`src/common/cpuIsaPkg.sv`:
```
`default_nettype none

package cpuIsaPkg;

    // --------------------------------------------------
    // field widths
    // --------------------------------------------------
    localparam int DATA_W     = 32;             // data and instruction word
    localparam int REG_ADDR_W = 5;
    localparam int IMM_W      = 16;
    localparam int OPCODE_W   = 6;
    localparam int FUNCT_W    = 6;
    localparam int REG_COUNT  = 2 ** REG_ADDR_W;

    // --------------------------------------------------
    // encodings
    // --------------------------------------------------
    typedef enum logic [OPCODE_W-1:0] {
        OP_RTYPE = 6'h00,
        OP_ADDIU = 6'h09,
        OP_LW    = 6'h23,
        OP_SW    = 6'h2B,
        OP_HALT  = 6'h3F                        // stops fetch, drains the pipe
    } opcodeE;

    // only meaningful with OP_RTYPE
    typedef enum logic [FUNCT_W-1:0] {
        FN_ADDU = 6'h21,
        FN_SUBU = 6'h23,
        FN_AND  = 6'h24,
        FN_OR   = 6'h25,
        FN_SLT  = 6'h2A
    } functE;

    // picked in decode, consumed in execute
    typedef enum logic [2:0] {
        ALU_ADD,
        ALU_SUB,
        ALU_AND,
        ALU_OR,
        ALU_SLT                                 // signed compare
    } aluOpE;

endpackage

`default_nettype wire

```
`src/common/cpuPipePkg.sv`:
```
`default_nettype none

package cpuPipePkg;

    // --------------------------------------------------
    // memory sizes, both word addressed
    // --------------------------------------------------
    localparam int IMEM_WORDS  = 64;
    localparam int DMEM_WORDS  = 64;
    localparam int IMEM_ADDR_W = $clog2(IMEM_WORDS);
    localparam int DMEM_ADDR_W = $clog2(DMEM_WORDS);

    // operand source in execute
    typedef enum logic [1:0] {
        FWD_NONE,                               // register file value
        FWD_EXMEM,
        FWD_MEMWB
    } fwdSelE;

    // --------------------------------------------------
    // stage registers
    // --------------------------------------------------
    typedef struct packed {
        logic                           valid;
        logic [cpuIsaPkg::DATA_W-1:0]   instr;
    } ifIdT;

    typedef struct packed {
        logic                             valid;
        logic [cpuIsaPkg::REG_ADDR_W-1:0] rs;
        logic [cpuIsaPkg::REG_ADDR_W-1:0] rt;
        logic [cpuIsaPkg::REG_ADDR_W-1:0] dest;  // rd for R-type, rt otherwise
        logic [cpuIsaPkg::DATA_W-1:0]     opA;
        logic [cpuIsaPkg::DATA_W-1:0]     opB;
        logic [cpuIsaPkg::DATA_W-1:0]     imm;   // already sign extended
        cpuIsaPkg::aluOpE                 aluOp;
        logic                             useImm;
        logic                             memRead;
        logic                             memWrite;
        logic                             regWrite;
        logic                             halt;
    } idExT;

    typedef struct packed {
        logic                             valid;
        logic [cpuIsaPkg::DATA_W-1:0]     result;
        logic [cpuIsaPkg::DATA_W-1:0]     storeData;
        logic [cpuIsaPkg::REG_ADDR_W-1:0] dest;
        logic                             memRead;
        logic                             memWrite;
        logic                             regWrite;
        logic                             halt;
    } exMemT;

    // register file write, also the MEM/WB forward
    typedef struct packed {
        logic                             en;
        logic [cpuIsaPkg::REG_ADDR_W-1:0] dest;
        logic [cpuIsaPkg::DATA_W-1:0]     data;
    } wbWriteT;

endpackage

`default_nettype wire

```
`src/design/instrFetch.sv`:
```
`default_nettype none

module instrFetch (
    input  wire                               clk,
    input  wire                               i_reset,
    input  wire                               i_run,
    input  wire                               i_stall,
    input  wire                               i_haltSeen,
    input  wire                               i_instrWe,
    input  wire [cpuPipePkg::IMEM_ADDR_W-1:0] i_instrAddr,
    input  wire [cpuIsaPkg::DATA_W-1:0]       i_instrData,
    output cpuPipePkg::ifIdT                  o_ifId
);

    logic [cpuIsaPkg::DATA_W-1:0]       instrMem [cpuPipePkg::IMEM_WORDS];
    logic [cpuPipePkg::IMEM_ADDR_W-1:0] pc;
    logic [cpuIsaPkg::DATA_W-1:0]       instrQ;
    logic                               validQ;
    logic                               running;   // sticky once i_run seen
    logic                               stopped;   // sticky after HALT
    logic                               fetchEn;

    assign fetchEn = (i_run | running) & ~stopped & ~i_haltSeen;

    // load port, only used while idle
    always_ff @(posedge clk) begin
        if (i_instrWe) begin
            instrMem[i_instrAddr] <= i_instrData;
        end
    end

    // --------------------------------------------------
    // pc and IF/ID control
    // --------------------------------------------------
    always_ff @(posedge clk) begin
        if (i_reset) begin
            pc      <= '0;
            validQ  <= 1'b0;
            running <= 1'b0;
            stopped <= 1'b0;
        end else begin
            if (i_run) running <= 1'b1;
            if (i_haltSeen) stopped <= 1'b1;
            if (!i_stall) begin                 // stall freezes pc and IF/ID
                if (fetchEn) begin
                    pc     <= pc + 1'b1;        // one word per cycle
                    validQ <= 1'b1;
                end else begin
                    validQ <= 1'b0;
                end
            end
        end
    end

    // synchronous read is the IF/ID instruction register
    always_ff @(posedge clk) begin
        if (!i_stall) begin
            instrQ <= instrMem[pc];
        end
    end

    assign o_ifId = '{valid: validQ, instr: instrQ};

endmodule

`default_nettype wire

```
`config.mk`:
```
export PLATFORM = sky130hd
export DESIGN_NAME = instrFetch
export DESIGN_NICKNAME = d
export VERILOG_FILES = /design/src/common/cpuIsaPkg.sv /design/src/common/cpuPipePkg.sv /design/src/design/instrFetch.sv
export SDC_FILE = /design/constraint.sdc
export NUM_CORES = 2
export LEC_CHECK = 0
export BUFFER_PORTS_ARGS = -buffer_cell sky130_fd_sc_hd__buf_4
export CAP_MARGIN = 20
export CELL_PAD_IN_SITES_DETAIL_PLACEMENT = 1
export CELL_PAD_IN_SITES_GLOBAL_PLACEMENT = 2
export CORE_MARGIN = 2
export CORE_UTILIZATION = 35
export CTS_BUF_LIST = sky130_fd_sc_hd__clkbuf_8
export DETAILED_ROUTE_END_ITERATION = 10
export PLACE_DENSITY_LB_ADDON = 0.1
export SYNTH_ARGS = -nofsm -noshare
export SYNTH_HDL_FRONTEND = slang
export SYNTH_SLANG_ARGS = --single-unit
```
`constraint.sdc`:
```
create_clock -name clk -period 5.1 [get_ports clk]
set_clock_uncertainty 0.2 [all_clocks]
set_input_delay 0.51 -clock clk [delete_from_list [all_inputs] [get_ports clk]]
set_output_delay 0.51 -clock clk [all_outputs]
set_load 0.1 [all_outputs]
```
; Yosys cells after proc, flatten, opt, wreduce, memory -nomap -nowiden
; Memories as Yosys holds them, arrays and structs flattened. A register that Yosys moved wholly into a read port is not among the register bits.
; Index checks and enable logic that the tools add are counted.
[op_classes]
mux = 3
n_bitwise = 6
add_sub_neg = 1
reduce_logical = 2
[ops]
columns = cell, count
row1 = "adder 6 x 1 -> 6 bit, second input constant", 1
row2 = two-way mux 1 bit, 3
row3 = NOT 1 bit, 3
row4 = bitwise AND 1 bit, 2
row5 = AND reduction 2 bit, 1
row6 = zero test 1 bit, 1
row7 = bitwise OR 1 bit, 1
[totals]
out_inout_bits = 33
memories = 1
elab_cells = 17
reg_bits = 9
ramBits = 2048
[memory_table]
columns = memory, depth, width, rd, rd_clocked_by_memory_dff, write_ports, line_no
row1 = instrMem, 64, 32, 1, 1, 1, instrFetch.sv:15  ; logic [cpuIsaPkg::DATA_W-1:0] instrMem [cpuPipePkg::IMEM_WORDS];

; Longest topological paths before layout
[depth]
ltp_word = 4
mapped_depth = 11
ltp_nobuf = 5

; Worst setup path before layout
; OpenSTA, ideal clock, no wires.
[synth_timing]
kind = input port to flip-flop
start = input i_instrAddr[5] (netlist bit)
end = memory instrMem[48][0] (netlist bit) (enable)
setup_slack_ns = 1.043
t_arrival_ns = 3.396
n_path_buf = 1
setup_ns = 0.461
cell_stages = 4
cell_sequence = clkbuf_1 -> nand3_1 -> or3_1 -> nor3_1
[synth_lines]
columns = item, line_no
row1 = from (decl), instrFetch.sv:10  ; input wire [cpuPipePkg::IMEM_ADDR_W-1:0] i_instrAddr,
row2 = to (decl), instrFetch.sv:15
; No word-level cell before the write port.

==> flow_summary.ini <==
[run_status]
status = complete, no violations

[clocking]
cts_sinks = 2089
ctsHoldBuffers = 44
cts.clk_slew.worst_paths_ns = 0.06
cts_setup_buffers = 0
insertion_delay_ns = 1.08
cts_tree = done
root_buffer = clkbuf_8
cts-resized-gates = 0
clock_tree.buffer_depth = 4
h-tree-depth = 5
numCtsBuffers = 370

[worst_setup_path]
startpoint_type = flop
critPathKind = flop to flop
crit_path_max_fanout = 36
end_kind = flop
crit_arrival_ns = 5.42
cp-startpoint = pc[0]$_SDFFE_PP0P_
path_delay_family = compound AO/OA/AOI/OAI gates
max_stage_delay_ns = 1.01
required_ns = 5.67
cp_num_buf_inv = 1
crit_path_cell_trace = buf_4, mux4_2, a221o_1, a21oi_1, nand4_1, o2bb2ai_1
regToRegStartpoint = pc[0]$_SDFFE_PP0P_
crit_path_top_delay_cell = dfxtp_4

[synth]
ys_ff_latch = 2089
yosysWarnings = 0
synth-edff-count = 2080
async_flop_share_pct = 0
syn_inst = 3484
synth-main-ff-cell = edfxtp_1
yosysTopAreaCellShare_pct = 78.2
synth_nets = 3529
synth_sequential_area_ratio_pct = 78.5
synth.distinct_cells = 53
postSynthAreaPerCell_um2 = 22.9
yosysTopAreaCell = edfxtp_1
netlist_area_mm2 = 0.0798
ys_top_cells_by_area = edfxtp_1, mux4_2, mux2i_1

[finish]
final_cell_mix = edfxtp_1, mux4_2, clkbuf_8
syn_to_final_growth_pct = 15.4
drive_gt1_share_pct = 30.4
final_common_cell = edfxtp_1
final_nets = 3991
layout.cells.non_filler = 7227
final_core_util_pct = 40.6

[global_routing]
antenna_found_initial = 21
grt_usage_pct = 21.2
grt_pass1_vias = 42420
grt_overflow = 0
grt_pass1_wl_um = 339000
grt_start_max_net_pins = 65

[floorplanning]
fp.dieArea_mm2 = 0.232
pin_count = 77
die_y_um = 482
die_w_um = 482
num_rows = 175
fp.coreArea_mm2 = 0.227
initial_utilization_pct = 35.2

[placed_design]
dpl.hpwl_um = 139000
place_congestion = 0.752
dpl.cell_count = 6538
pre_cts_slack_ns = 0.190
portBuffers = 76

[flow_run]
maxCapViolations = 0

[sta]
slew_violations = 0
fin_ws_ns = 0.243
timing.setup.tns_ns = 0
max_freq_mhz = 206
fin_crit_ns = 4.86
setup_viol = 0
relSlewSlack_pct = 20.1
min_period_over_period_pct = 95.2
finalHoldViolCount = 0
rsz0062_at_grt = false
worstMarginPinSlew_ns = 1.19

[min_path]
min_from = i_instrAddr[1]
hold_path_class = input pin to flop

[route]
drc = 0
drt_iter0_drc = 3675
vias = 39280
wl_um = 244000
ant_nets = 0
via_per_inst = 5.44
drtPass1Iterations = 5
avgRoutedWirePerCell_um = 33.8

[power]
ir_drop_v = 0.000300
leakagePower_nw = 27.9
total_power_mw = 34.5
power.density_mw_per_mm2 = 375
-- worst register-to-register path, cell delays in order, from the launching register on --
cell       delay (ns)
dfxtp_4          1.01
buf_4            0.77
mux4_2           0.61
a221o_1          0.36
a21oi_1          0.67
nand4_1          0.65
o2bb2ai_1        0.30
-- power by group --
group | switching (mW) | internal (mW) | total (mW)
Clock | 6.80 | 7.31 | 14.1
Combinational | 0.849 | 0.460 | 1.31
Sequential | 0.0690 | 19.0 | 19.1
Total | 7.72 | 26.8 | 34.5
-- worst paths after layout --
check | endpoint | slack [ns] | depth (start not counted)
max | instrQ[3]$_DFFE_PN_ | 0.24 | 6
min | instrMem[48][7]$_DFFE_PP_ | 0.12 | 3
max reg2reg | instrQ[3]$_DFFE_PN_ | 0.24 | 6
min reg2reg | running$_SDFFE_PP0P_ | 0.27 | 2
-- per-stage QoR --
step	cell area (um2)	hold slack [ns]
global placement	85200	0.237
CTS	92100	0.0387
floorplan	79800	0.225
global route	92100	0.0960
finish	92200	0.121
detailed placement	85200	0.263
-- cell usage after synthesis, types with 2 or more instances --
| cell | instances |
|---|---|
| a21oi_1 | 40 |
| nor3_1 | 15 |
| o2bb2ai_1 | 7 |
| or3_1 | 2 |
| edfxtp_1 | 2080 |
| and2_1 | 2 |
| nand2b_1 | 6 |
| nand2_1 | 39 |
| o31ai_1 | 3 |
| mux2i_1 | 193 |
| mux2_2 | 31 |
| mux4_2 | 486 |
| inv_1 | 2 |
| a31o_1 | 4 |
| nor2b_1 | 12 |
| or2_2 | 2 |
| nand3_1 | 16 |
| buf_2 | 63 |
| a221oi_1 | 24 |
| o22ai_1 | 42 |
| nand3b_1 | 4 |
| xor2_1 | 4 |
| nor2_1 | 127 |
| o21ai_0 | 8 |
| and3b_1 | 2 |
| clkbuf_1 | 64 |
| and3_1 | 3 |
| a211o_1 | 3 |
| buf_6 | 18 |
| a22oi_1 | 42 |
| or3b_2 | 2 |
| a22o_1 | 15 |
| o211ai_1 | 5 |
| a31o_2 | 4 |
| buf_8 | 3 |
| a31oi_1 | 2 |
| a221o_1 | 13 |
| nand4_1 | 18 |
| a211oi_1 | 13 |
| dfxtp_1 | 9 |
| buf_1 | 13 |
| buf_4 | 32 |
-- layout make-up --
cell class / count / area (um2)
clock buffer: 376 / 5170
sequential: 2089 / 62700
antenna: 7 / 17.5
inverter: 2 / 7.51
tap: 3009 / 3760
fill: 21129 / 135000
timing repair buffer: 285 / 2620
clock inverter: 261 / 1330
multi-input combinational: 1198 / 16600
-- state kept, by name, summed over array words and instances, names as in the netlist --
name and flops:
validQ 1, pc 6, instrMem 2048, instrQ 32
running 1, stopped 1
-- cell families (layout without fill, tap and decap cells) --
kind of cell | count (synthesis) | in the layout | synth area share, %
other cells | 0 | 7 | 0
simple gates | 255 | 255 | 1.46
fa+ha+maj | 1 | 1 | 0.0157
buf+inv | 197 | 924 | 1.41
mux | 710 | 710 | 16.6
compound gates | 227 | 227 | 2.05
xor+xnor | 5 | 5 | 0.0548
flops | 2089 | 2089 | 78.5
-- layer usage --
metal | track usage (%) | up-vias | share of wire, %
li1 | - | 15826 | -
met1 | 29.5 | 21872 | 44
met2 | 34.4 | 1262 | 49
met3 | 3.89 | 320 | 5.6
met4 | 4.93 | 0 | 1.8
met5 | 0 | - | 0
(Power assumes the default switching activity.)
