File: src/common/cpuIsaPkg.sv
`default_nettype none

package cpuIsaPkg;

    // --------------------------------------------------
    // field widths
    // --------------------------------------------------
    localparam int DATA_W     = 32;             // data and instruction word
    localparam int REG_ADDR_W = 5;
    localparam int IMM_W      = 16;
    localparam int OPCODE_W   = 6;
    localparam int FUNCT_W    = 6;
    localparam int REG_COUNT  = 2 ** REG_ADDR_W;

    // --------------------------------------------------
    // encodings
    // --------------------------------------------------
    typedef enum logic [OPCODE_W-1:0] {
        OP_RTYPE = 6'h00,
        OP_ADDIU = 6'h09,
        OP_LW    = 6'h23,
        OP_SW    = 6'h2B,
        OP_HALT  = 6'h3F                        // stops fetch, drains the pipe
    } opcodeE;

    // only meaningful with OP_RTYPE
    typedef enum logic [FUNCT_W-1:0] {
        FN_ADDU = 6'h21,
        FN_SUBU = 6'h23,
        FN_AND  = 6'h24,
        FN_OR   = 6'h25,
        FN_SLT  = 6'h2A
    } functE;

    // picked in decode, consumed in execute
    typedef enum logic [2:0] {
        ALU_ADD,
        ALU_SUB,
        ALU_AND,
        ALU_OR,
        ALU_SLT                                 // signed compare
    } aluOpE;

endpackage

`default_nettype wire

File: src/common/cpuPipePkg.sv
`default_nettype none

package cpuPipePkg;

    // --------------------------------------------------
    // memory sizes, both word addressed
    // --------------------------------------------------
    localparam int IMEM_WORDS  = 64;
    localparam int DMEM_WORDS  = 64;
    localparam int IMEM_ADDR_W = $clog2(IMEM_WORDS);
    localparam int DMEM_ADDR_W = $clog2(DMEM_WORDS);

    // operand source in execute
    typedef enum logic [1:0] {
        FWD_NONE,                               // register file value
        FWD_EXMEM,
        FWD_MEMWB
    } fwdSelE;

    // --------------------------------------------------
    // stage registers
    // --------------------------------------------------
    typedef struct packed {
        logic                           valid;
        logic [cpuIsaPkg::DATA_W-1:0]   instr;
    } ifIdT;

    typedef struct packed {
        logic                             valid;
        logic [cpuIsaPkg::REG_ADDR_W-1:0] rs;
        logic [cpuIsaPkg::REG_ADDR_W-1:0] rt;
        logic [cpuIsaPkg::REG_ADDR_W-1:0] dest;  // rd for R-type, rt otherwise
        logic [cpuIsaPkg::DATA_W-1:0]     opA;
        logic [cpuIsaPkg::DATA_W-1:0]     opB;
        logic [cpuIsaPkg::DATA_W-1:0]     imm;   // already sign extended
        cpuIsaPkg::aluOpE                 aluOp;
        logic                             useImm;
        logic                             memRead;
        logic                             memWrite;
        logic                             regWrite;
        logic                             halt;
    } idExT;

    typedef struct packed {
        logic                             valid;
        logic [cpuIsaPkg::DATA_W-1:0]     result;
        logic [cpuIsaPkg::DATA_W-1:0]     storeData;
        logic [cpuIsaPkg::REG_ADDR_W-1:0] dest;
        logic                             memRead;
        logic                             memWrite;
        logic                             regWrite;
        logic                             halt;
    } exMemT;

    // register file write, also the MEM/WB forward
    typedef struct packed {
        logic                             en;
        logic [cpuIsaPkg::REG_ADDR_W-1:0] dest;
        logic [cpuIsaPkg::DATA_W-1:0]     data;
    } wbWriteT;

endpackage

`default_nettype wire

File: src/decode/instrDecode.sv
`default_nettype none

module instrDecode (
    input  wire                       clk,
    input  wire                       i_reset,
    input  wire cpuPipePkg::ifIdT     i_ifId,
    input  wire cpuPipePkg::wbWriteT  i_wb,
    output cpuPipePkg::idExT          o_idEx,
    output logic                      o_stall,
    output logic                      o_haltSeen
);

    logic [cpuIsaPkg::DATA_W-1:0]     regFile [cpuIsaPkg::REG_COUNT];
    logic [cpuIsaPkg::REG_ADDR_W-1:0] rs;
    logic [cpuIsaPkg::REG_ADDR_W-1:0] rt;
    logic [cpuIsaPkg::REG_ADDR_W-1:0] rd;
    logic [cpuIsaPkg::IMM_W-1:0]      immField;
    cpuIsaPkg::opcodeE                opcode;
    cpuIsaPkg::functE                 funct;
    cpuPipePkg::idExT                 idExD;
    cpuPipePkg::idExT                 idExQ;

    assign opcode   = cpuIsaPkg::opcodeE'(i_ifId.instr[31:26]);
    assign rs       = i_ifId.instr[25:21];
    assign rt       = i_ifId.instr[20:16];
    assign rd       = i_ifId.instr[15:11];
    assign immField = i_ifId.instr[cpuIsaPkg::IMM_W-1:0];
    assign funct    = cpuIsaPkg::functE'(i_ifId.instr[5:0]);

    // r0 is hard zero, same-cycle write passes straight through
    function automatic logic [cpuIsaPkg::DATA_W-1:0] readReg(
        input logic [cpuIsaPkg::REG_ADDR_W-1:0] idx
    );
        if (idx == '0) return '0;
        if (i_wb.en && i_wb.dest == idx) return i_wb.data;
        return regFile[idx];
    endfunction

    always_ff @(posedge clk) begin
        if (i_wb.en && i_wb.dest != '0) begin
            regFile[i_wb.dest] <= i_wb.data;
        end
    end

    // --------------------------------------------------
    // hazards
    // --------------------------------------------------
    // load in EX feeding the instruction in ID
    assign o_stall = idExQ.valid && idExQ.memRead && idExQ.dest != '0 &&
                     i_ifId.valid && (idExQ.dest == rs || idExQ.dest == rt);

    assign o_haltSeen = i_ifId.valid && opcode == cpuIsaPkg::OP_HALT && !o_stall;

    // --------------------------------------------------
    // control decode
    // --------------------------------------------------
    always_comb begin
        idExD       = '0;
        idExD.valid = i_ifId.valid & ~o_stall;  // bubble on stall
        idExD.rs    = rs;
        idExD.rt    = rt;
        idExD.dest  = rt;
        idExD.opA   = readReg(rs);
        idExD.opB   = readReg(rt);
        idExD.imm   = {{(cpuIsaPkg::DATA_W - cpuIsaPkg::IMM_W){immField[cpuIsaPkg::IMM_W-1]}},
                       immField};
        idExD.aluOp = cpuIsaPkg::ALU_ADD;       // address math for LW/SW too
        case (opcode)
            cpuIsaPkg::OP_RTYPE: begin
                idExD.dest     = rd;
                idExD.regWrite = 1'b1;
                case (funct)
                    cpuIsaPkg::FN_ADDU: idExD.aluOp = cpuIsaPkg::ALU_ADD;
                    cpuIsaPkg::FN_SUBU: idExD.aluOp = cpuIsaPkg::ALU_SUB;
                    cpuIsaPkg::FN_AND:  idExD.aluOp = cpuIsaPkg::ALU_AND;
                    cpuIsaPkg::FN_OR:   idExD.aluOp = cpuIsaPkg::ALU_OR;
                    cpuIsaPkg::FN_SLT:  idExD.aluOp = cpuIsaPkg::ALU_SLT;
                    default:            idExD.regWrite = 1'b0;  // unknown funct is a nop
                endcase
            end
            cpuIsaPkg::OP_ADDIU: begin
                idExD.useImm   = 1'b1;
                idExD.regWrite = 1'b1;
            end
            cpuIsaPkg::OP_LW: begin
                idExD.useImm   = 1'b1;
                idExD.memRead  = 1'b1;
                idExD.regWrite = 1'b1;
            end
            cpuIsaPkg::OP_SW: begin
                idExD.useImm   = 1'b1;
                idExD.memWrite = 1'b1;
            end
            cpuIsaPkg::OP_HALT: idExD.halt = 1'b1;
            default: ;
        endcase
    end

    // ID/EX, flags are qualified by valid downstream
    always_ff @(posedge clk) begin
        idExQ <= idExD;
        if (i_reset) idExQ.valid <= 1'b0;
    end

    assign o_idEx = idExQ;

endmodule

`default_nettype wire

File: config.mk
export PLATFORM = sky130hd
export DESIGN_NAME = instrDecode
export DESIGN_NICKNAME = d
export VERILOG_FILES = /design/src/common/cpuIsaPkg.sv /design/src/common/cpuPipePkg.sv /design/src/decode/instrDecode.sv
export SDC_FILE = /design/constraint.sdc
export NUM_CORES = 1
export LEC_CHECK = 0
export BUFFER_PORTS_ARGS = -buffer_cell sky130_fd_sc_hd__buf_2
export CAP_MARGIN = 15
export CORE_UTILIZATION = 55
export DETAILED_ROUTE_END_ITERATION = 8
export PLACE_DENSITY = 0.69
export SLEW_MARGIN = 10
export SYNTH_ARGS = -nofsm -noshare
export SYNTH_HDL_FRONTEND = slang
export SYNTH_SLANG_ARGS = --single-unit
export TNS_END_PERCENT = 30
File: constraint.sdc
create_clock -name clk -period 13.31 [get_ports clk]
set_input_delay 0.6655 -clock clk [delete_from_list [all_inputs] [get_ports clk]]
set_output_delay 0.6655 -clock clk [all_outputs]
set_load 0.02 [all_outputs]
Yosys cells after proc, flatten, opt, wreduce, memory -nomap -nowiden
Memory sizes are Yosys's and may differ from the RTL's.
Index checks and enable logic that the tools add are counted.

storage, ports and cells
  register bits after elaboration = 104
  memory bits (writable) = 1024
  bits of input ports = 73
  logic and storage cells = 72
  memories kept = 1

memories
  memory   depth  bits a word  read ports  clocked after Yosys merged registers in  write ports  RTL line           text
  regFile  32     32           2           0                                        1            instrDecode.sv:13  logic [cpuIsaPkg::DATA_W-1:0] regFile [cpuIsaPkg::REG_COUNT];

cells by class
  equal/unequal tests = 13
  muxes and demuxes = 24
  bitwise logic cells = 2
  reductions and logical operators = 19

operators by type and width
  operator              number
  $mux W32              8
  $eq A6 B6 Y1 const B  8
  $eq A5 B5 Y1          4
  $mux W1               13
  $pmux W3 S4           1
  $logic_not A5 Y1      2
  $reduce_bool A5 Y1    2
  $logic_and A1 B1 Y1   9
  $eq A6 B4 Y1 const B  1
  $logic_not A6 Y1      1
  $mux W5               1
  $reduce_or A5 Y1      1
  $reduce_or A3 Y1      1
  $pmux W1 S2           1
  $reduce_or A2 Y1      1
  $and A1 B1 Y1         1
  $logic_not A1 Y1      1
  $logic_or A1 B1 Y1    1
  $not A1 Y1            1

Depth between registers and ports, before layout
  word-level depth = 6
  mapped depth = 9
  mapped depth without buffers = 5

Worst setup path after synthesis
No wires, ideal clock.

  path kind = input to register
  start = input port i_wb[33] (netlist bit)
  end = memory regFile[19][0] (netlist bit), enable pin
  data arrival time = 4.571 ns
  data required time = 12.797 ns
  path slack = 8.226 ns
  stages = 3
  buffers on the path = 1
  path through = clkbuf_1 > nand3_1 > nor4b_1

on the way
  longest elaborated chain between the ends = 4

RTL lines
  item                           RTL line           text
  from (decl)                    instrDecode.sv:7   input wire cpuPipePkg::wbWriteT i_wb,
  $reduce_bool A5 Y1             instrDecode.sv:40  if (i_wb.en && i_wb.dest != '0) begin
  $logic_and A1 B1 Y1            instrDecode.sv:40
  $mux W1                        instrDecode.sv:40
  $mux W1 (implied by the code)  instrDecode.sv:41  regFile[i_wb.dest] <= i_wb.data;
  to (decl)                      instrDecode.sv:13

Parallel ways exist; a longest one is shown, timed or not.

Worst setup path after layout
  start = input port i_ifId[23] (netlist bit)
  end = output port o_haltSeen

on the way
  longest elaborated chain between the ends = 5

RTL lines
  item                 RTL line           text
  from (decl)          instrDecode.sv:6   input wire cpuPipePkg::ifIdT i_ifId,
  $eq A5 B5 Y1         instrDecode.sv:50  i_ifId.valid && (idExQ.dest == rs || idExQ.dest == rt);
  $logic_or A1 B1 Y1   instrDecode.sv:50
  $logic_and A1 B1 Y1  instrDecode.sv:50
  $logic_not A1 Y1     instrDecode.sv:52  assign o_haltSeen = i_ifId.valid && opcode == cpuIsaPkg::OP_HALT && !o_stall;
  $logic_and A1 B1 Y1  instrDecode.sv:52
  to (decl)            instrDecode.sv:10  output logic o_haltSeen

No other way between the ends.

==> impl_metrics.yaml <==
outcome:
  status: "finished, final reports clean"
detailed_routing:
  vias: 28900
  first_iter_violations: 4038
  wl_per_cell_um: 36.8
  postRouteAntennaNets: 0
  post-route-drc-count: 0
  via_per_inst: 7.27
  wl_mm: 146
  dr.pass1.iters: 5
cts:
  cts.sink_count: 1128
  holdBufCountCts: 0
  cts.repair.resized: 0
  clkLatencyLatePin_ps: 700
  postCtsSetupRepairBufs: 0
  cts_tree: "done"
  clkSlewWorstSetupHoldPaths_ps: 60
  cts_buffer_depth: 3
  clockRootBuffer: "clkbuf_16"
  htreeDepth: 3
  cts_buffers: 114
critical_path:
  crit_top_cell: "nor3_1"
  critPathArrivalTime_ps: 3240
  cpPeakStageDelay_ps: 900
  worstSetupPathType: "input pin to output port"
  worstPathRequired_ps: 12640
  rr_worst_depth: 5
  path_max_fanout: 68
  start_kind: "input pin"
  cp_slowest_cell: "buf_4"
  worst_setup_path_end_kind: "output port"
  path_cells: "clkbuf_8 -> buf_4 -> xor2_1 -> nor3_1 -> a22oi_1 -> o21ai_0 -> nor3_1 -> buf_2"
synthesis:
  synth_cell_types: 46
  netlist_area_um2: 50100
  syn_inst: 2514
  ys.flop_type: "edfxtp_1"
  synth_adder_area_share_pct: 0
  postSynthAreaPerCell_um2: 19.9
  async_flop_share_pct: 0
  synthMuxAreaShare_pct: 24.5
  synth_edf_count: 1024
  ys_ff_latch: 1128
  yosysSeqAreaShare_pct: 65.5
  synthSimpleGateAreaFrac_pct: 1.60
  synth_top_family_by_area: "multiplexers"
  synth_compound_area_share_pct: 5.89
  synth_warnings: 0
  synthXorXnorAreaFrac_pct: 0.367
sta:
  fin_crit_sh_pct: 29.4
  rsz0062_at_grt: "no"
  fin_crit_ps: 3910
  hold_viol_final: 0
  tightest_slew_ps: 1320
  hold_ws_ps: 78.0
  relSlewSlack_pct: 11.8
  maxSlewViolCount: 0
  tns_ps: 0
  setup_viol: 0
  worst_clock_skew_ps: 24.6
  fmax_mhz: 256
  worst_slack_ps: 9400
floorplan:
  die_w_um: 304
  initial_utilization_pct: 55.6
  ios: 195
  fp.dieArea_um2: 92300
  core-area_um2: 90100
  chipHeight_um: 304
  rows: 110
pwr:
  peakVddDrop_mv: 0.0980
  power_density_nw_per_um2: 139
  power_mw: 7.79
  p_leak_nw: 18.3
final_layout:
  layout-drive-gt1-share_pct: 36.5
  areaGrowthSynthToFinish_pct: 12.1
  instances_no_fill: 3970
  design_area_um2: 56200
  nNetsFinal: 2766
  fin_util_pct: 62.3
worst_hold_path:
  hp-class: "input pin to register"
  hold_depth: 1
global_route:
  overflow: 0
  grt_pass1_wl_mm: 210
  grt_max_degree: 145
  first_global_vias: 29900
  grt.total_usage_pct: 31.9
  grt_antenna_before_repair: 3
job:
  maxCapViolations: 0
placement:
  pre_cts_ws_ps: 8630
  place_hpwl_mm: 74.1
  placed_area_um2: 52500
  gp_congestion: 0.791
  place_inst: 3753
  port_buffers: 194
cell type report:
class | instances | area, µm²
antenna | 1 | 2.50
fill | 6173 | 34000
clock buffer | 161 | 3230
timing repair buffer | 258 | 1550
clock inverter | 55 | 425
multi-input combinational | 1190 | 16700
sequential | 1128 | 32800
inverter | 1 | 3.75
tap | 1176 | 1470
Yosys cell counts, types with 3 or more instances:
cell	number	area share, %
edfxtp_1	1024	61
mux4_2	512	23
a22o_1	124	2.2
clkbuf_1	123	0.92
dfxtp_1	104	4.2
o21ai_0	97	0.97
buf_2	67	0.67
o22ai_1	65	0.81
nand2_1	46	0.34
mux2_2	39	0.88
nand3_1	38	0.38
mux2i_1	33	0.66
o2111a_1	32	0.72
o211ai_1	32	0.48
nor2_1	30	0.22
o211a_1	30	0.60
buf_4	22	0.33
xor2_1	19	0.33
buf_1	12	0.090
nor3_1	12	0.12
nand2b_1	8	0.10
nor4_1	6	0.075
nand3b_1	4	0.060
nor2b_1	4	0.050
or4_1	3	0.045
flip-flops by register name (all words and copies together) (netlist names):
signal / count
regFile: 1024
o_idEx: 104
power by group:
group	total [mW]	internal [mW]	switching [mW]
Sequential	3.98	3.94	0.0418
Clock	3.13	1.78	1.34
Combinational	0.676	0.281	0.394
Total	7.79	6.01	1.78
cells in the final DEF (no fill, tap or decap), types with 4 or more instances in the layout:
master      count
conb_1         32
clkinvlp_4      5
nand2_1        43
nand3b_1        4
clkbuf_16     116
buf_12          4
a22o_1        124
o22ai_1        65
inv_6           4
o21ai_0        97
o211a_1        30
mux2i_1        33
nand2b_1        6
dfxtp_1       104
bufinv_16       5
o2111a_1       32
clkinv_2       16
clkbuf_8       18
buf_4          61
edfxtp_1     1024
nor3_1          7
nor2_1         10
nor2_4         20
clkbuf_1       29
mux4_2        512
nor4_2          4
xor2_1         19
buf_2         188
mux2_2         39
o211ai_1       32
nand3_1        37
clkinv_1       24
critical path, delay by kind of cell:
| kind | cells | cell delay [ps] |
|---|---|---|
| buffers and inverters | 3 | 1610 |
| and+or+nand+nor | 2 | 220 |
| xor gates and xnor gates | 1 | 200 |
| AOI/OAI and AO/OA | 2 | 420 |
cells by family (layout without fill, tap and decap cells):
kind of cell | after synthesis | count (layout)
AOI/OAI and AO/OA | 390 | 390
xor gates and xnor gates | 21 | 21
buffers and inverters | 227 | 475
DFF | 1128 | 1128
muxes | 584 | 584
other | 1 | 33
and+or+nand+nor | 163 | 163
final timing paths:
kind | startpoint | slack [ps] | to
setup / recovery | i_ifId[23] | 9400 | o_haltSeen
hold reg to reg | o_idEx[119] | 640 | o_idEx[119]
setup reg to reg | regFile[7][27] | 11330 | o_idEx[67]
hold / removal | i_ifId[9] | 80 | o_idEx[17]
routing by layer:
metal	up-vias	GRT usage, %	part of all wire, %
met3	354	6.12	11
met5	-	0	0.0096
li1	11200	-	-
met1	15200	42.8	36
met4	4	13.5	4.2
met2	2042	51.7	49
Note: power is estimated with default switching activity, not from simulation.
