$ cat src/common/cpuIsaPkg.sv
`default_nettype none

package cpuIsaPkg;

    // --------------------------------------------------
    // field widths
    // --------------------------------------------------
    localparam int DATA_W     = 32;             // data and instruction word
    localparam int REG_ADDR_W = 5;
    localparam int IMM_W      = 16;
    localparam int OPCODE_W   = 6;
    localparam int FUNCT_W    = 6;
    localparam int REG_COUNT  = 2 ** REG_ADDR_W;

    // --------------------------------------------------
    // encodings
    // --------------------------------------------------
    typedef enum logic [OPCODE_W-1:0] {
        OP_RTYPE = 6'h00,
        OP_ADDIU = 6'h09,
        OP_LW    = 6'h23,
        OP_SW    = 6'h2B,
        OP_HALT  = 6'h3F                        // stops fetch, drains the pipe
    } opcodeE;

    // only meaningful with OP_RTYPE
    typedef enum logic [FUNCT_W-1:0] {
        FN_ADDU = 6'h21,
        FN_SUBU = 6'h23,
        FN_AND  = 6'h24,
        FN_OR   = 6'h25,
        FN_SLT  = 6'h2A
    } functE;

    // picked in decode, consumed in execute
    typedef enum logic [2:0] {
        ALU_ADD,
        ALU_SUB,
        ALU_AND,
        ALU_OR,
        ALU_SLT                                 // signed compare
    } aluOpE;

endpackage

`default_nettype wire

$ cat src/common/cpuPipePkg.sv
`default_nettype none

package cpuPipePkg;

    // --------------------------------------------------
    // memory sizes, both word addressed
    // --------------------------------------------------
    localparam int IMEM_WORDS  = 64;
    localparam int DMEM_WORDS  = 64;
    localparam int IMEM_ADDR_W = $clog2(IMEM_WORDS);
    localparam int DMEM_ADDR_W = $clog2(DMEM_WORDS);

    // operand source in execute
    typedef enum logic [1:0] {
        FWD_NONE,                               // register file value
        FWD_EXMEM,
        FWD_MEMWB
    } fwdSelE;

    // --------------------------------------------------
    // stage registers
    // --------------------------------------------------
    typedef struct packed {
        logic                           valid;
        logic [cpuIsaPkg::DATA_W-1:0]   instr;
    } ifIdT;

    typedef struct packed {
        logic                             valid;
        logic [cpuIsaPkg::REG_ADDR_W-1:0] rs;
        logic [cpuIsaPkg::REG_ADDR_W-1:0] rt;
        logic [cpuIsaPkg::REG_ADDR_W-1:0] dest;  // rd for R-type, rt otherwise
        logic [cpuIsaPkg::DATA_W-1:0]     opA;
        logic [cpuIsaPkg::DATA_W-1:0]     opB;
        logic [cpuIsaPkg::DATA_W-1:0]     imm;   // already sign extended
        cpuIsaPkg::aluOpE                 aluOp;
        logic                             useImm;
        logic                             memRead;
        logic                             memWrite;
        logic                             regWrite;
        logic                             halt;
    } idExT;

    typedef struct packed {
        logic                             valid;
        logic [cpuIsaPkg::DATA_W-1:0]     result;
        logic [cpuIsaPkg::DATA_W-1:0]     storeData;
        logic [cpuIsaPkg::REG_ADDR_W-1:0] dest;
        logic                             memRead;
        logic                             memWrite;
        logic                             regWrite;
        logic                             halt;
    } exMemT;

    // register file write, also the MEM/WB forward
    typedef struct packed {
        logic                             en;
        logic [cpuIsaPkg::REG_ADDR_W-1:0] dest;
        logic [cpuIsaPkg::DATA_W-1:0]     data;
    } wbWriteT;

endpackage

`default_nettype wire

$ cat src/design/execute.sv
`default_nettype none

module execute (
    input  wire                       clk,
    input  wire                       i_reset,
    input  wire cpuPipePkg::idExT     i_idEx,
    input  wire cpuPipePkg::wbWriteT  i_wb,
    output cpuPipePkg::exMemT         o_exMem
);

    cpuPipePkg::exMemT            exMemD;
    cpuPipePkg::exMemT            exMemQ;
    cpuPipePkg::fwdSelE           fwdA;
    cpuPipePkg::fwdSelE           fwdB;
    logic [cpuIsaPkg::DATA_W-1:0] opA;
    logic [cpuIsaPkg::DATA_W-1:0] opB;
    logic [cpuIsaPkg::DATA_W-1:0] aluB;
    logic [cpuIsaPkg::DATA_W-1:0] result;

    // --------------------------------------------------
    // forwarding
    // --------------------------------------------------
    // newer result wins; loads in EX/MEM never match thanks to the stall
    function automatic cpuPipePkg::fwdSelE pickFwd(
        input logic [cpuIsaPkg::REG_ADDR_W-1:0] src
    );
        if (src != '0 && exMemQ.valid && exMemQ.regWrite && !exMemQ.memRead &&
            exMemQ.dest == src) begin
            return cpuPipePkg::FWD_EXMEM;
        end
        if (src != '0 && i_wb.en && i_wb.dest == src) return cpuPipePkg::FWD_MEMWB;
        return cpuPipePkg::FWD_NONE;
    endfunction

    function automatic logic [cpuIsaPkg::DATA_W-1:0] fwdMux(
        input cpuPipePkg::fwdSelE           sel,
        input logic [cpuIsaPkg::DATA_W-1:0] regVal
    );
        case (sel)
            cpuPipePkg::FWD_EXMEM: return exMemQ.result;
            cpuPipePkg::FWD_MEMWB: return i_wb.data;
            default:               return regVal;
        endcase
    endfunction

    assign fwdA = pickFwd(i_idEx.rs);
    assign fwdB = pickFwd(i_idEx.rt);
    assign opA  = fwdMux(fwdA, i_idEx.opA);
    assign opB  = fwdMux(fwdB, i_idEx.opB);
    assign aluB = i_idEx.useImm ? i_idEx.imm : opB;

    // alu
    always_comb begin
        case (i_idEx.aluOp)
            cpuIsaPkg::ALU_ADD: result = opA + aluB;    // wraps
            cpuIsaPkg::ALU_SUB: result = opA - aluB;
            cpuIsaPkg::ALU_AND: result = opA & aluB;
            cpuIsaPkg::ALU_OR:  result = opA | aluB;
            cpuIsaPkg::ALU_SLT: result = {{(cpuIsaPkg::DATA_W-1){1'b0}},
                                          $signed(opA) < $signed(aluB)};
            default:            result = '0;
        endcase
    end

    always_comb begin
        exMemD.valid     = i_idEx.valid;
        exMemD.result    = result;
        exMemD.storeData = opB;                 // forwarded rt for SW
        exMemD.dest      = i_idEx.dest;
        exMemD.memRead   = i_idEx.valid & i_idEx.memRead;
        exMemD.memWrite  = i_idEx.valid & i_idEx.memWrite;
        exMemD.regWrite  = i_idEx.valid & i_idEx.regWrite;
        exMemD.halt      = i_idEx.valid & i_idEx.halt;
    end

    always_ff @(posedge clk) begin
        exMemQ <= exMemD;
        if (i_reset) exMemQ.valid <= 1'b0;
    end

    assign o_exMem = exMemQ;

endmodule

`default_nettype wire

$ cat config.mk
export PLATFORM = sky130hd
export DESIGN_NAME = execute
export DESIGN_NICKNAME = d
export VERILOG_FILES = /design/src/common/cpuIsaPkg.sv /design/src/common/cpuPipePkg.sv /design/src/design/execute.sv
export SDC_FILE = /design/constraint.sdc
export NUM_CORES = 1
export LEC_CHECK = 0
export ABC_AREA = 1
export BUFFER_PORTS_ARGS = -buffer_cell sky130_fd_sc_hd__buf_2
export CAP_MARGIN = 20
export CELL_PAD_IN_SITES_DETAIL_PLACEMENT = 1
export CELL_PAD_IN_SITES_GLOBAL_PLACEMENT = 2
export CORE_MARGIN = 8
export CORE_UTILIZATION = 25
export DETAILED_ROUTE_END_ITERATION = 8
export PLACE_DENSITY = 0.83
export SLEW_MARGIN = 0
export SYNTH_ARGS = -nofsm -noshare
export SYNTH_HDL_FRONTEND = slang
export SYNTH_SLANG_ARGS = --single-unit
$ cat constraint.sdc
create_clock -name clk -period 4 [get_ports clk]
set_input_delay 1.2 -clock clk [delete_from_list [all_inputs] [get_ports clk]]
set_output_delay 1.2 -clock clk [all_outputs]
set_load 0.03 [all_outputs]
Word-level counts from Yosys, hierarchy flattened:

Cells that the tools add are included.

* $add $sub $neg: 2
* multipliers: 0
* div/mod/pow operators: 0
* order comparisons: 1
* equal/unequal tests: 12
* shift operators: 0
* multiplexer cells: 18
* bitwise gates (word level): 6
* reductions and logical operators: 16

Operator list (count)
* $pmux 32 s5: 1
* $pmux 32 s2: 2
* $add 32x32->32: 1
* $and 32x32->32: 1
* $lt 32x32->1: 1
* $mux 32: 1
* $or 32x32->32: 1
* $sub 32x32->32: 1
* $eq 5x5->1: 4
* $mux 2: 8
* $logic_and 1x1->1: 12
* $reduce_bool 5->1: 2
* $eq 3x2->1 const B: 2
* $mux 1: 6
* $and 1x1->1: 4
* $eq 2x1->1 const B: 2
* $eq 2x2->1 const B: 2
* $eq 3x1->1 const B: 1
* $eq 3x3->1 const B: 1
* $logic_not 3->1: 1
* $logic_not 1->1: 1

* bits in registers: 74
* latch bits: 0
* RAM bits: 0
* memory bits (read-only): 0
* input bits: 160
* output and inout bits: 74
* memories: 0

Depth between registers and ports, before layout:

* word-level depth: 14
* mapped depth: 27
* gate-level depth less buffers: 26

Least setup slack after synthesis:

OpenSTA, ideal clock, no wires.

* path kind: input to register
* start: in i_idEx[114] (netlist name)
* end: reg exMemQ (netlist bit o_exMem[71])
* library setup time: 0.123 ns
* arrival time: 3.714 ns
* path slack: 0.164 ns
* stages: 24
* cells stage by stage: nand2_1 nand2_1 nor4_1 nand2_1 nand2_2 buf_6 or2_1 nand2_1 nor2_2 inv_1 ha_1 fa_1 inv_1 nand3_1 nand2_1 nand2_1 nand2_1 nand2_1 nand3_1 nand2_1 nand2_1 nand2_1 nand3_1 nand3_1

RTL lines
* from (decl): RTL line execute.sv:6 `input wire cpuPipePkg::idExT i_idEx,`
* to (signal assigned): RTL line execute.sv:77 `exMemQ <= exMemD;`
* to (decl): RTL line execute.sv:12 `cpuPipePkg::exMemT exMemQ;`

==> results_tabular.tex <==
\begin{tabular}{lr}
\hline
Metric & Value \\
\hline
\multicolumn{2}{l}{\textbf{Run status}} \\
\quad Run status & complete, but fails checks \\
\quad Failing checks & setup timing \\
\multicolumn{2}{l}{\textbf{STA}} \\
\quad Fin Clk Skew & 0.0180 ns \\
\quad Slew @ Worst Pin & 0.529 ns \\
\quad Setup slack of the critical path after layout & -0.0657 ns \\
\quad RSZ-0062 raised after global routing & true \\
\quad Final setup violating endpoints & 3 \\
\quad Highest attainable clock frequency & 246 MHz \\
\quad Max-slew violations & 0 \\
\quad Final Hold Fails & 0 \\
\quad Minimum clock period & 4.07 ns \\
\quad Relative slew margins & 64.7\% \\
\quad Period utilization & 102\% \\
\multicolumn{2}{l}{\textbf{Global route}} \\
\quad M1 GR Usage & 27.8\% \\
\quad Met3 Usage GRT & 2.70\% \\
\quad Congestion Overflow GR & 0 \\
\quad Most used routing layer in global routing & met2 \\
\quad Overall global routing resource usage & 24.0\% \\
\quad Number of global-route vias before repair & 15200 \\
\quad First-pass GRT wire length & 89.0 mm \\
\quad Met2 global-route usage & 44.2\% \\
\quad Largest net degree at the start of global routing & 33 \\
\quad Initial antenna violation count & 1 \\
\multicolumn{2}{l}{\textbf{Clock network}} \\
\quad Clock tree from TritonCTS & built \\
\quad Count of clock tree sinks & 74 \\
\quad CTS clock-pin slew for the worst setup and hold paths & 0.08 ns \\
\quad \# hold bufs at CTS & 0 \\
\quad Clock latency on the worst-skew pair & 0.39 ns \\
\quad Clock root buffer & clkbuf\_16 \\
\quad Inserted Clock Buffers & 9 \\
\quad Largest buffer count on any clock path & 2 \\
\quad H-tree levels & 3 \\
\multicolumn{2}{l}{\textbf{Drt}} \\
\quad DR vias/cell & 4.91 \\
\quad Final routed wire length divided by cell count & 20.8 um \\
\quad Number of design-rule violations left by the first detailed-router iteration & 897 \\
\quad Antenna violation net count after detailed routing & 0 \\
\quad DRT Pass-1 Iters & 5 \\
\quad DR DRC count & 0 \\
\quad Post-Route WL & 62.5 mm \\
\quad Via count of the routed design & 14800 \\
\multicolumn{2}{l}{\textbf{Layout}} \\
\quad Post-layout instance count excluding filler cells & 3002 \\
\quad Net count reported at finish & 2730 \\
\quad Area added between synthesis and finish & 73.2\% \\
\quad Share of cells above drive strength 1 & 46.8\% \\
\quad Number of flip-flops under the largest register name & 74 \\
\quad Final cell utilization of the core & 43.9\% \\
\multicolumn{2}{l}{\textbf{Power and ir drop}} \\
\quad VDD IR-drop max & 0.212 mV \\
\quad Static leakage power & 9.51 nW \\
\quad PD cells & 266 mW/mm\^{}2 \\
\multicolumn{2}{l}{\textbf{Synth}} \\
\quad Async SR Flop Fraction & 0\% \\
\quad Count of state elements after synthesis & 74 \\
\quad Count of flip-flops with a built-in enable after synthesis & 0 \\
\quad Most common flop cell mapped by yosys & dfxtp\_1 \\
\quad Nets in the synthesized netlist & 2090 \\
\quad Count of unique library cells instantiated by Yosys & 47 \\
\quad Post-synthesis sequential area ratio & 14.3\% \\
\quad Syn Area/Cell & 5.67 um\^{}2 \\
\quad Instance count of the mapped netlist & 1824 \\
\quad Netlist Area Pre-Place & 0.0103 mm\^{}2 \\
\quad Count of synthesis-stage warnings from yosys & 0 \\
\multicolumn{2}{l}{\textbf{Floorplan}} \\
\quad Starting density of the core & 25.3\% \\
\quad Area of the core region & 0.0408 mm\^{}2 \\
\quad Die boundary height & 219 um \\
\quad Die ar. & 0.0481 mm\^{}2 \\
\quad X dimension of the die & 219 um \\
\quad \# rows & 74 \\
\quad Boundary pin count & 234 \\
\multicolumn{2}{l}{\textbf{Critical path}} \\
\quad Most prevalent standard cell on the critical path & nand2\_4 \\
\quad CP max-delay cell & fa\_2 \\
\quad Startpoint types & input port \\
\quad Worst setup path class & input port to flip-flop \\
\quad CP endpoint kind & flip-flop \\
\quad Data arrival time at the worst-slack endpoint & 4.37 ns \\
\quad Logic depth of the worst register-to-register path & 24 \\
\quad Slack of the worst reg-to-reg path & 0.27 ns \\
\quad WP data required & 4.31 ns \\
\quad Critical path's largest stage delay & 0.40 ns \\
\quad CP max FO & 7 \\
\multicolumn{2}{l}{\textbf{Placement}} \\
\quad \# placed instances & 2937 \\
\quad Port-buffer cells & 233 \\
\quad Final weighted congestion in routability-driven placement & 0.947 \\
\quad Half-perimeter wire length of the detailed placement result & 49.8 mm \\
\multicolumn{2}{l}{\textbf{Min path}} \\
\quad Instance count along the most critical hold path & 2 \\
\quad Class of the most critical hold timing path & flip-flop to flip-flop \\
\multicolumn{2}{l}{\textbf{Job}} \\
\quad Max\_cap viols & 0 \\
\hline
\end{tabular}
-- timing repair --
item                       in CTS  in global routing
setup buffers                  11                 31
gates cloned                    1                  6
pin swaps                      21                140
gates resized for setup       126                396
setup endpoints to repair      25                 28
-- worst max-delay path: cells and delay by family --
family | cells | cell delay [ns]
AO/OA/AOI/OAI | 2 | 0.33
buffers and inverters | 5 | 0.49
adder cells (fa/ha/maj) | 2 | 0.59
AND/OR/NAND/NOR | 18 | 1.77
-- cell usage in the layout (no fill, tap or decap), drive strengths merged, types with 3 or more instances in the layout --
master and count:
nand3b 51, inv 321, nand3 185, xor2 4, ha 104, nand2 542
o21ai 43, a21boi 6, o21a 3, buf 687, dfxtp 74, or2 65
clkbuf 15, a21oi 72, xnor2 3, a22oi 29, nor3 15, o21bai 8
nor4 5, nand4 34, nor2 184
-- per-stage QoR --
step | setup WS, ns | area [um^2] | hold WS [ns] | power (mW) | TNS (ns)
2_1_floorplan | 0.164 | 10300 | 0.656 | 1.98 | 0
3_3_place_gp | -0.726 | 15100 | 0.604 | 3.18 | -13.43
3_5_place_dp | -0.849 | 15100 | 0.620 | 3.23 | -16.13
4_1_cts | 0.000163 | 16100 | 0.643 | 4.38 | 0
5_1_grt | -0.199 | 17900 | 0.673 | 5.01 | -1.94
6_report | -0.0657 | 17900 | 0.644 | 4.77 | -0.0949
-- routing by layer --
| metal | wire length (um) | vias to the layer above |
|---|---|---|
| met3 | 2650 | 151 |
| met4 | 3490 | 0 |
| met1 | 25500 | 7154 |
| li1 | - | 7000 |
| met5 | 0 | - |
| met2 | 30900 | 449 |
-- synthesized netlist by cell type (13+ instances only) --
cell type | count | area (um^2)
inv_1 | 303 | 1140
a21oi_1 | 70 | 350
o21ai_0 | 43 | 215
buf_2 | 29 | 145
nand2_2 | 13 | 81.3
a22oi_1 | 29 | 218
nand4_1 | 34 | 213
nor2_1 | 156 | 586
nor3_1 | 13 | 65.1
ha_1 | 104 | 1300
inv_2 | 14 | 52.6
nand3_1 | 182 | 911
dfxtp_1 | 74 | 1480
nor2_2 | 28 | 175
nand3b_1 | 51 | 383
or2_0 | 17 | 106
or2_2 | 35 | 219
nand2_1 | 529 | 1990
clkbuf_1 | 19 | 71.3
or2_1 | 13 | 81.3
-- cell type report --
type / count / area, um^2
flip-flops and latches: 74 / 1480
fillers: 5308 / 22900
clock inverters: 6 / 96.3
inverters: 319 / 1200
diodes: 1 / 2.50
multi-input cells: 1368 / 9170
clock buffers: 10 / 229
well taps: 532 / 666
repair buffers: 692 / 5070
-- final timing paths --
path	start	end
min	o_exMem[59]	o_exMem[27]
min reg2reg	o_exMem[59]	o_exMem[27]
max	i_idEx[109]	o_exMem[41]
max reg2reg	o_exMem[3]	o_exMem[41]
-- cell families after synthesis --
group           share of synthesized area (%)
xor+xnor                                0.593
fa+ha+maj                                13.0
simple gates                             47.5
compound gates                           9.76
flops                                    14.3
buf+inv                                  14.8
-- power by group --
part	total [mW]	switching, mW	leakage, nW	internal [mW]
clock network	1.01	0.451	0.156	0.558
logic	2.89	1.67	8.73	1.22
registers	0.873	0.0625	0.620	0.810
total	4.77	2.18	9.51	2.59
Note: power is estimated with default switching activity, not from simulation.
